`config.mk`:
```
export PLATFORM = sky130hd
export DESIGN_NAME = fetch_front_end
export DESIGN_NICKNAME = d
export VERILOG_FILES = /design/src/hdl/fetch_cfg_pkg.sv /design/src/hdl/predict_pkg.sv /design/src/hdl/fetch_front_end.sv /design/src/hdl/fetch_stage.sv /design/src/hdl/pc_sequencer.sv /design/src/hdl/branch_predictor.sv /design/src/hdl/pc_indexed_table.sv
export SDC_FILE = /design/constraint.sdc
export NUM_CORES = 2
export LEC_CHECK = 0
export BUFFER_PORTS_ARGS = -buffer_cell sky130_fd_sc_hd__buf_2
export CORE_MARGIN = 2
export CORE_UTILIZATION = 55
export CTS_BUF_LIST = sky130_fd_sc_hd__clkbuf_16
export DETAILED_ROUTE_END_ITERATION = 10
export HOLD_SLACK_MARGIN = 0.12
export PLACE_DENSITY = 0.74
export SLEW_MARGIN = 25
export SYNTH_ARGS = -nofsm -noshare
export SYNTH_HDL_FRONTEND = slang
export SYNTH_SLANG_ARGS = --single-unit
```
`constraint.sdc`:
```
create_clock -name clk_i -period 10.1 [get_ports clk_i]
set_input_delay 2.02 -clock clk_i [delete_from_list [all_inputs] [get_ports clk_i]]
set_output_delay 2.02 -clock clk_i [all_outputs]
set_load 0.02 [all_outputs]
```
`src/hdl/fetch_cfg_pkg.sv`:
```
// ==========================================================================
// Fetch configuration package
// Address and instruction word types shared by the whole front end, with
// the program counter reset value and the two sequential increments
// ==========================================================================

`default_nettype none

package fetch_cfg_pkg;

    // ======================================================================
    // Data types
    // ======================================================================

    // Byte address on the instruction fetch bus
    typedef logic [31:0] addr_t;

    // Instruction word as returned by memory
    // A compressed instruction only occupies the lower 16 bits
    typedef logic [31:0] instr_t;

    // ======================================================================
    // Program counter constants
    // ======================================================================

    // The PC register sits one word below zero out of reset
    // The first sequential step then puts address 0 on the fetch bus
    localparam addr_t RESET_PC = 32'hffff_fffc;

    // Step for a full 32 bit instruction
    localparam addr_t INSTR_STEP = 32'd4;

    // Step for a 16 bit compressed instruction
    // Only applied when the memory actually returned a valid word
    localparam addr_t CINSTR_STEP = 32'd2;

endpackage : fetch_cfg_pkg

`default_nettype wire
```
`src/hdl/predict_pkg.sv`:
```
// ==========================================================================
// Branch prediction package
// Saturating counter encoding for the pattern history table and the entry
// layout of the branch target buffer
// ==========================================================================

`default_nettype none

package predict_pkg;

    import fetch_cfg_pkg::*;

    // ======================================================================
    // Pattern history counters
    // ======================================================================

    // Two bit saturating counter, the upper bit is the taken prediction
    typedef logic [1:0] counter_t;

    // Strongly not taken, lower saturation point
    localparam counter_t COUNTER_MIN = 2'd0;

    // Weakly not taken, every counter starts here
    localparam counter_t COUNTER_RESET = 2'd1;

    // Strongly taken, upper saturation point and the value loaded on jumps
    localparam counter_t COUNTER_TAKEN = 2'd3;

    // ======================================================================
    // Branch target buffer
    // ======================================================================

    // The full branch address is kept as tag, so aliasing never predicts
    typedef struct packed {
        logic  valid;
        addr_t tag;
        addr_t target;
    } btb_entry_t;

    // Empty entry used to clear the buffer on reset
    localparam btb_entry_t BTB_ENTRY_RESET = '0;

endpackage : predict_pkg

`default_nettype wire

```
`src/hdl/fetch_front_end.sv`:
```
// ==========================================================================
// Fetch front end
// Instruction fetch half of the CPU front end. The PC sequencer steers the
// fetch bus, the predictor supplies targets and the fetch stage registers
// each returned instruction for decode
// ==========================================================================

`timescale 1ns/1ps
`default_nettype none

module fetch_front_end
    import fetch_cfg_pkg::*;
#(
    parameter int TABLE_ENTRIES = 32
) (
    input  logic   clk_i,
    input  logic   rst_n_i,
    // Fetch response
    input  logic   fetch_valid_i,
    input  instr_t fetch_instruction_i,
    // Pipeline control
    input  logic   stall_i,
    input  logic   branch_flush_i,
    // Traps
    input  logic   exception_i,
    input  logic   interrupt_i,
    input  addr_t  handler_pc_i,
    // Branch resolution
    input  logic   executed_i,
    input  logic   branch_i,
    input  logic   jump_i,
    input  logic   taken_i,
    input  logic   speculative_i,
    input  addr_t  instr_address_i,
    input  addr_t  branch_target_addr_i,
    // Fetch request and recovery
    output logic   fetch_o,
    output addr_t  fetch_address_o,
    output logic   mispredicted_o,
    // Fetch stage
    output logic   if_valid_o,
    output instr_t if_instruction_o,
    output addr_t  if_pc_o,
    output logic   if_compressed_o,
    output logic   if_speculative_o
);

    addr_t pc;
    logic  compressed;
    logic  predict_taken;
    addr_t predict_target;
    logic  mispredicted;

    assign mispredicted_o = mispredicted;

    pc_sequencer sequencer (
        .clk_i                (clk_i),
        .rst_n_i              (rst_n_i),
        .stall_i              (stall_i),
        .exception_i          (exception_i),
        .interrupt_i          (interrupt_i),
        .handler_pc_i         (handler_pc_i),
        .executed_i           (executed_i),
        .jump_i               (jump_i),
        .taken_i              (taken_i),
        .speculative_i        (speculative_i),
        .instr_address_i      (instr_address_i),
        .branch_target_addr_i (branch_target_addr_i),
        .fetch_valid_i        (fetch_valid_i),
        .compressed_i         (compressed),
        .predict_taken_i      (predict_taken),
        .predict_target_i     (predict_target),
        .mispredicted_i       (mispredicted),
        .fetch_o              (fetch_o),
        .fetch_address_o      (fetch_address_o),
        .pc_o                 (pc)
    );

    // Prediction is looked up at the PC whose instruction is arriving now
    branch_predictor #(
        .TABLE_ENTRIES (TABLE_ENTRIES)
    ) predictor (
        .clk_i                (clk_i),
        .rst_n_i              (rst_n_i),
        .pc_i                 (pc),
        .executed_i           (executed_i),
        .branch_i             (branch_i),
        .jump_i               (jump_i),
        .taken_i              (taken_i),
        .speculative_i        (speculative_i),
        .instr_address_i      (instr_address_i),
        .branch_target_addr_i (branch_target_addr_i),
        .predict_taken_o      (predict_taken),
        .predict_target_o     (predict_target),
        .mispredicted_o       (mispredicted)
    );

    fetch_stage stage (
        .clk_i               (clk_i),
        .rst_n_i             (rst_n_i),
        .stall_i             (stall_i),
        .branch_flush_i      (branch_flush_i),
        .mispredicted_i      (mispredicted),
        .fetch_valid_i       (fetch_valid_i),
        .fetch_instruction_i (fetch_instruction_i),
        .pc_i                (pc),
        .speculative_i       (predict_taken),
        .compressed_o        (compressed),
        .if_valid_o          (if_valid_o),
        .if_instruction_o    (if_instruction_o),
        .if_pc_o             (if_pc_o),
        .if_compressed_o     (if_compressed_o),
        .if_speculative_o    (if_speculative_o)
    );

endmodule : fetch_front_end

`default_nettype wire

```
`src/hdl/fetch_stage.sv`:
```
// ==========================================================================
// Fetch stage
// Detects compressed encodings and registers the fetched instruction with
// its PC and flags, flushing on redirects and holding on stalls
// ==========================================================================

`timescale 1ns/1ps
`default_nettype none

module fetch_stage
    import fetch_cfg_pkg::*;
(
    input  logic   clk_i,
    input  logic   rst_n_i,
    input  logic   stall_i,
    input  logic   branch_flush_i,
    input  logic   mispredicted_i,
    // Memory response for the current PC
    input  logic   fetch_valid_i,
    input  instr_t fetch_instruction_i,
    input  addr_t  pc_i,
    input  logic   speculative_i,
    // Early compressed flag for the sequencer
    output logic   compressed_o,
    // Stage register
    output logic   if_valid_o,
    output instr_t if_instruction_o,
    output addr_t  if_pc_o,
    output logic   if_compressed_o,
    output logic   if_speculative_o
);

    instr_t captured_instruction;

    // Full RISC-V encodings always end in 2'b11
    assign compressed_o = (fetch_instruction_i[1:0] != 2'b11);

    // Without a decompressor the 16 bit parcel is passed on raw
    assign captured_instruction = compressed_o ? {16'h0000, fetch_instruction_i[15:0]}
                                               : fetch_instruction_i;

    // Payload only moves when the pipeline advances
    always_ff @(posedge clk_i) begin
        if (!stall_i) begin
            if_instruction_o <= captured_instruction;
            if_pc_o          <= pc_i;
            if_compressed_o  <= compressed_o;
            if_speculative_o <= speculative_i;
        end
    end

    // Flush has priority over stall, so a redirect kills a held slot
    always_ff @(posedge clk_i) begin
        if (!rst_n_i) begin
            if_valid_o <= 1'b0;
        end else if (branch_flush_i || mispredicted_i) begin
            if_valid_o <= 1'b0;
        end else if (!stall_i) begin
            if_valid_o <= fetch_valid_i;
        end
    end

endmodule : fetch_stage

`default_nettype wire

```
`src/hdl/pc_sequencer.sv`:
```
// ==========================================================================
// PC sequencer
// Picks the next fetch address by fixed priority (trap, resolved branch,
// prediction, sequential step) and holds the program counter register
// ==========================================================================

`timescale 1ns/1ps
`default_nettype none

module pc_sequencer
    import fetch_cfg_pkg::*;
(
    input  logic  clk_i,
    input  logic  rst_n_i,
    // Pipeline control and traps
    input  logic  stall_i,
    input  logic  exception_i,
    input  logic  interrupt_i,
    input  addr_t handler_pc_i,
    // Branch resolution
    input  logic  executed_i,
    input  logic  jump_i,
    input  logic  taken_i,
    input  logic  speculative_i,
    input  addr_t instr_address_i,
    input  addr_t branch_target_addr_i,
    // Current fetch response
    input  logic  fetch_valid_i,
    input  logic  compressed_i,
    // From the predictor
    input  logic  predict_taken_i,
    input  addr_t predict_target_i,
    input  logic  mispredicted_i,
    // Fetch request
    output logic  fetch_o,
    output addr_t fetch_address_o,
    output addr_t pc_o
);

    addr_t pc_q;
    addr_t seq_address;

    // The compressed flag is only meaningful when memory returned a word
    assign seq_address = (compressed_i && fetch_valid_i) ? pc_q + CINSTR_STEP
                                                         : pc_q + INSTR_STEP;

    // ======================================================================
    // Next address priority
    // ======================================================================

    always_comb begin
        fetch_o         = 1'b0;
        fetch_address_o = pc_q;
        if (exception_i || interrupt_i) begin
            // Traps win even over a stall
            fetch_o         = 1'b1;
            fetch_address_o = handler_pc_i;
        end else if (executed_i) begin
            fetch_o = 1'b1;
            if (speculative_i && mispredicted_i) begin
                // Recover onto the path that was really taken
                if (taken_i || jump_i) begin
                    fetch_address_o = branch_target_addr_i;
                end else begin
                    fetch_address_o = instr_address_i + INSTR_STEP;
                end
            end else if (!speculative_i && (taken_i || jump_i)) begin
                fetch_address_o = branch_target_addr_i;
            end else if (!stall_i) begin
                // Correct prediction or fall through keeps streaming
                fetch_address_o = seq_address;
            end
        end else if (!stall_i) begin
            fetch_o         = 1'b1;
            fetch_address_o = predict_taken_i ? predict_target_i : seq_address;
        end
    end

    // The PC follows the fetch bus with one cycle of latency
    always_ff @(posedge clk_i) begin
        if (!rst_n_i) begin
            pc_q <= RESET_PC;
        end else begin
            pc_q <= fetch_address_o;
        end
    end

    assign pc_o = pc_q;

endmodule : pc_sequencer

`default_nettype wire

```
`src/hdl/branch_predictor.sv`:
```
// ==========================================================================
// Branch predictor
// Pattern history table of 2 bit counters plus a branch target buffer.
// Predicts at the current PC, flags mispredictions at resolution and
// trains both tables one clock after a branch or jump resolves
// ==========================================================================

`timescale 1ns/1ps
`default_nettype none

module branch_predictor
    import fetch_cfg_pkg::*;
    import predict_pkg::*;
#(
    parameter int TABLE_ENTRIES = 32
) (
    input  logic  clk_i,
    input  logic  rst_n_i,
    // Current program counter
    input  addr_t pc_i,
    // Resolution from the back end
    input  logic  executed_i,
    input  logic  branch_i,
    input  logic  jump_i,
    input  logic  taken_i,
    input  logic  speculative_i,
    input  addr_t instr_address_i,
    input  addr_t branch_target_addr_i,
    // Prediction and recovery
    output logic  predict_taken_o,
    output addr_t predict_target_o,
    output logic  mispredicted_o
);

    counter_t   fetch_counter;
    counter_t   resolve_counter;
    counter_t   next_counter;
    btb_entry_t fetch_entry;
    btb_entry_t resolve_entry;
    btb_entry_t new_entry;
    logic       counter_wr_en;
    logic       target_wr_en;

    // ======================================================================
    // Lookup
    // ======================================================================

    // A hit needs a valid entry whose tag is exactly this PC
    assign predict_taken_o  = fetch_entry.valid && (fetch_entry.tag == pc_i)
                              && fetch_counter[1];
    assign predict_target_o = fetch_entry.target;

    // A speculated branch was wrong if it fell through, or if it went
    // somewhere other than the address the buffer supplied
    assign mispredicted_o = executed_i && speculative_i
                            && (!(taken_i || jump_i)
                                || (resolve_entry.target != branch_target_addr_i));

    // ======================================================================
    // Update
    // ======================================================================

    assign counter_wr_en = executed_i && (branch_i || jump_i);
    assign target_wr_en  = executed_i && ((branch_i && taken_i) || jump_i);

    // Jumps are always taken, so they jump straight to the strong state
    always_comb begin
        if (jump_i) begin
            next_counter = COUNTER_TAKEN;
        end else if (taken_i) begin
            next_counter = (resolve_counter == COUNTER_TAKEN) ? COUNTER_TAKEN
                                                              : resolve_counter + 2'd1;
        end else begin
            next_counter = (resolve_counter == COUNTER_MIN) ? COUNTER_MIN
                                                            : resolve_counter - 2'd1;
        end
    end

    assign new_entry = '{valid: 1'b1, tag: instr_address_i, target: branch_target_addr_i};

    pc_indexed_table #(
        .TABLE_ENTRIES (TABLE_ENTRIES),
        .entry_t       (counter_t)
    ) counter_table (
        .clk_i         (clk_i),
        .rst_n_i       (rst_n_i),
        .rd_addr_a_i   (pc_i),
        .rd_data_a_o   (fetch_counter),
        .rd_addr_b_i   (instr_address_i),
        .rd_data_b_o   (resolve_counter),
        .wr_en_i       (counter_wr_en),
        .wr_addr_i     (instr_address_i),
        .wr_data_i     (next_counter),
        .reset_value_i (COUNTER_RESET)
    );

    pc_indexed_table #(
        .TABLE_ENTRIES (TABLE_ENTRIES),
        .entry_t       (btb_entry_t)
    ) target_table (
        .clk_i         (clk_i),
        .rst_n_i       (rst_n_i),
        .rd_addr_a_i   (pc_i),
        .rd_data_a_o   (fetch_entry),
        .rd_addr_b_i   (instr_address_i),
        .rd_data_b_o   (resolve_entry),
        .wr_en_i       (target_wr_en),
        .wr_addr_i     (instr_address_i),
        .wr_data_i     (new_entry),
        .reset_value_i (BTB_ENTRY_RESET)
    );

endmodule : branch_predictor

`default_nettype wire

```
`src/hdl/pc_indexed_table.sv`:
```
// ==========================================================================
// PC indexed table
// Direct mapped storage indexed by the word address of a PC, with two
// combinational read ports and one synchronous write port
// ==========================================================================

`timescale 1ns/1ps
`default_nettype none

module pc_indexed_table
    import fetch_cfg_pkg::*;
#(
    parameter int  TABLE_ENTRIES = 32,
    parameter type entry_t       = logic
) (
    input  logic   clk_i,
    input  logic   rst_n_i,
    // Fetch side lookup
    input  addr_t  rd_addr_a_i,
    output entry_t rd_data_a_o,
    // Resolution side lookup
    input  addr_t  rd_addr_b_i,
    output entry_t rd_data_b_o,
    // Update port
    input  logic   wr_en_i,
    input  addr_t  wr_addr_i,
    input  entry_t wr_data_i,
    input  entry_t reset_value_i
);

    localparam int INDEX_BITS = $clog2(TABLE_ENTRIES);

    entry_t                entries_q [TABLE_ENTRIES];
    logic [INDEX_BITS-1:0] rd_index_a;
    logic [INDEX_BITS-1:0] rd_index_b;
    logic [INDEX_BITS-1:0] wr_index;

    // Bits 1:0 never select an entry, so a compressed instruction in the
    // upper half of a word shares the entry of that word
    assign rd_index_a = rd_addr_a_i[INDEX_BITS+1:2];
    assign rd_index_b = rd_addr_b_i[INDEX_BITS+1:2];
    assign wr_index   = wr_addr_i[INDEX_BITS+1:2];

    assign rd_data_a_o = entries_q[rd_index_a];
    assign rd_data_b_o = entries_q[rd_index_b];

    // Reset walks every entry back to the caller's reset value
    always_ff @(posedge clk_i) begin
        if (!rst_n_i) begin
            for (int i = 0; i < TABLE_ENTRIES; i++) begin
                entries_q[i] <= reset_value_i;
            end
        end else if (wr_en_i) begin
            entries_q[wr_index] <= wr_data_i;
        end
    end

endmodule : pc_indexed_table

`default_nettype wire

```
==> impl_metrics.tcl <==
set metrics [dict create \
    path_cells "clkinv_2 -> nor2_2 -> and3_1 -> o21ai_0 -> buf_4 -> a221oi_1 -> nand4_1 -> nor2_2 -> nand3_2 -> o31ai_1 -> o21ai_0 -> nand2_1 -> buf_2" \
    clk_pin_slew_ps 60 \
    min_period_over_period_pct 96.0 \
    drtAntennaViolNets 0 \
    clock_sinks 2243 \
    wirelength_um 464000 \
    first_pass_iters 11 \
    drive_above_1_share_pct 20.1 \
    fp.dieH_um 452 \
    slew_headroom_pct 14.9 \
    track_usage_pct 45.1 \
    io_buffers 240 \
    slew_violations 0 \
    finish.utilization_pct 61.7 \
    cts_max_level 4 \
    place_ws_ps 1020 \
    ios 241 \
    start_util_pct 55.3 \
    cp.arrival_ps 7680 \
    p_leak_nw 44.9 \
    vias 81469 \
    cp_slowest_stage_delay_ps 930 \
    num-nets-final 8210 \
    ys.warnings.count 0 \
    synth_edf_count 2178 \
    finalHoldViolations 0 \
    placeableCoreArea_um2 200000 \
    cp_num_buf_inv 3 \
    path_delay_family "simple AND/OR/NAND/NOR gates" \
    die_x_um 452 \
    grt_pass1_vias 77720 \
    drc 3 \
    grt_overflow 0 \
    hold_class "register to register" \
    slowest_stage "clkinv_2" \
    dpl.hpwl_um 273000 \
    antenna_found_initial 60 \
    max_freq_mhz 103 \
    final_cells 10962 \
    placementRows 164 \
    grt_pass1_wl_um 629000 \
    crit_required_ps 8080 \
    status "finished with violations" \
    wl_per_cell_um 42.3 \
    ir_drop_v 0.000204 \
    cts-root-buf "clkbuf_16" \
    yosysTopAreaCellShare_pct 59.1 \
    crit_path_max_fanout 23 \
    synth_common_cells "edfxtp_1, and2_1, nor2_1" \
    tightest_slew_ps 1240 \
    cts_setup_buffers 0 \
    synth.most_common_cell "edfxtp_1" \
    cts_resized 0 \
    synthCells 8014 \
    yosys_most_used_dff "edfxtp_1" \
    period_needed_ps 9700 \
    setup_viol 0 \
    avgSynthCellArea_um2 13.8 \
    maxCapViolations 0 \
    synth_cell_types 103 \
    fin_skew_ps 43.1 \
    start_kind "register" \
    setup_tns_ps 0 \
    path_class "register to primary output" \
    clockBufferDepth 3 \
    synthToLayoutAreaGrowth_pct 11.4 \
    cts_tree "yes" \
    cts_made_buffers 221 \
    worst_setup_path_end_kind "primary output" \
    drt_iter0_drc 17248 \
    p_per_area_nw_per_um2 181 \
    rsz0062_at_grt "false" \
    synth_area_leader_cell "edfxtp_1" \
    ys_ff_latch 2243 \
    fill_cells 14834 \
    yosysSeqAreaShare_pct 60.3 \
    async_flop_share_pct 0 \
    fin_ws_ps 405 \
    vias_per_cell 7.43 \
    hold_buffers 0 \
    clock_latency_ps 940 \
    syn_area_um2 111000 \
    synthTopCellsByArea "edfxtp_1, mux4_2, and2_1, mux2i_1, nor2_1" \
    placed_cells_incl_taps 10491 \
    failed_checks "DRC" \
    grt_max_degree 123 \
    die_area_um2 205000 \
    gp_congestion 1.05 \
]
worst register-to-register path: cells and delay by family (launching register included):
family	cells	cell delay, ps
and+or+nand+nor	7	3410
buffers and inverters	3	1600
DFF	1	820
AOI/OAI and AO/OA	3	530
state kept, by name, indices dropped and copies added (netlist names):
name / cells
predictor.target_table.entries_q: 2080
predictor.counter_table.entries_q: 64
sequencer.pc_o: 32
stage.if_instruction_o: 32
stage.if_pc_o: 32
stage.if_compressed_o: 1
stage.if_speculative_o: 1
stage.if_valid_o: 1
final cells by class:
cell class              count  area [um2]  area share (%)
flip-flops and latches   2243       66700            54.2
well taps                2656        3320            2.70
repair buffers            592        4490            3.64
clock buffers             223        5580            4.53
inverters                  24        97.6          0.0792
multi-input cells        4982       41300            33.5
diodes                     54         135           0.110
clock inverters           188        1560            1.27
cells by family (layout without fill, tap and decap cells):
| group | after synthesis | after routing | synth area share (%) |
|---|---|---|---|
| adders and majority gates | 8 | 8 | 0.0860 |
| buffers and inverters | 836 | 1027 | 3.31 |
| AOI/OAI and AO/OA | 783 | 783 | 4.82 |
| muxes | 1229 | 1229 | 17.3 |
| DFF | 2243 | 2243 | 60.3 |
| other | 1 | 102 | 0.00339 |
| and+or+nand+nor | 2827 | 2827 | 13.5 |
| xor gates and xnor gates | 87 | 87 | 0.689 |
layer usage:
| layer | track usage [%] | routed length [um] | up-vias |
|---|---|---|---|
| li1 | - | - | 30332 |
| met1 | 54.1 | 141000 | 39895 |
| met2 | 63.4 | 194000 | 8780 |
| met3 | 18.3 | 79000 | 2434 |
| met4 | 38.4 | 49400 | 28 |
| met5 | 0 | 232 | - |
path summary, 6_finish.rpt:
kind,from,endpoint,slack [ps],depth (start not counted)
setup / recovery,sequencer.pc_o[6]$_SDFF_PN1_,fetch_address_o[27],400,13
hold / removal,predictor.target_table.entries_q[9][64]$_SDFFE_PP1N_,predictor.target_table.entries_q[9][64]$_SDFFE_PP1N_,460,1
setup reg to reg,sequencer.pc_o[6]$_SDFF_PN1_,sequencer.pc_o[15]$_SDFF_PN1_,3610,13
hold reg to reg,predictor.target_table.entries_q[9][64]$_SDFFE_PP1N_,predictor.target_table.entries_q[9][64]$_SDFFE_PP1N_,460,1
power by group:
| group | internal [mW] | switching [mW] | leakage (nW) |
|---|---|---|---|
| clock network | 4.55 | 3.76 | 3.70 |
| registers | 10.7 | 0.255 | 21.2 |
| logic | 0.994 | 2.02 | 20.0 |
| total | 16.2 | 6.04 | 44.9 |
per-stage QoR:
stage	hold WS [ps]	area (um2)	power, mW
2_1_floorplan	406	111000	12.7
3_5_place_dp	441	116000	13.9
3_3_place_gp	429	116000	13.9
6_report	456	123000	22.3
5_1_grt	463	123000	22.6
4_1_cts	455	123000	22.0
placed cells by master (no fill, tap or decap), drive strengths merged, types with 54 or more instances in the layout:
| cell | synthesis | final |
|---|---|---|
| diode | 0 | 54 |
| clkinv | 4 | 106 |
| mux4 | 542 | 542 |
| edfxtp | 2178 | 2178 |
| mux2i | 661 | 661 |
| and2 | 1239 | 1239 |
| nor2 | 797 | 797 |
| inv | 20 | 81 |
| o21ai | 141 | 141 |
| a21oi | 58 | 58 |
| a22oi | 62 | 62 |
| buf | 254 | 592 |
| nor4 | 64 | 64 |
| nand3 | 112 | 112 |
| nand2 | 265 | 265 |
| clkbuf | 558 | 223 |
| dfxtp | 65 | 65 |
| o22ai | 228 | 228 |
| nor3 | 163 | 163 |
Power figures use the tool's default switching activity.
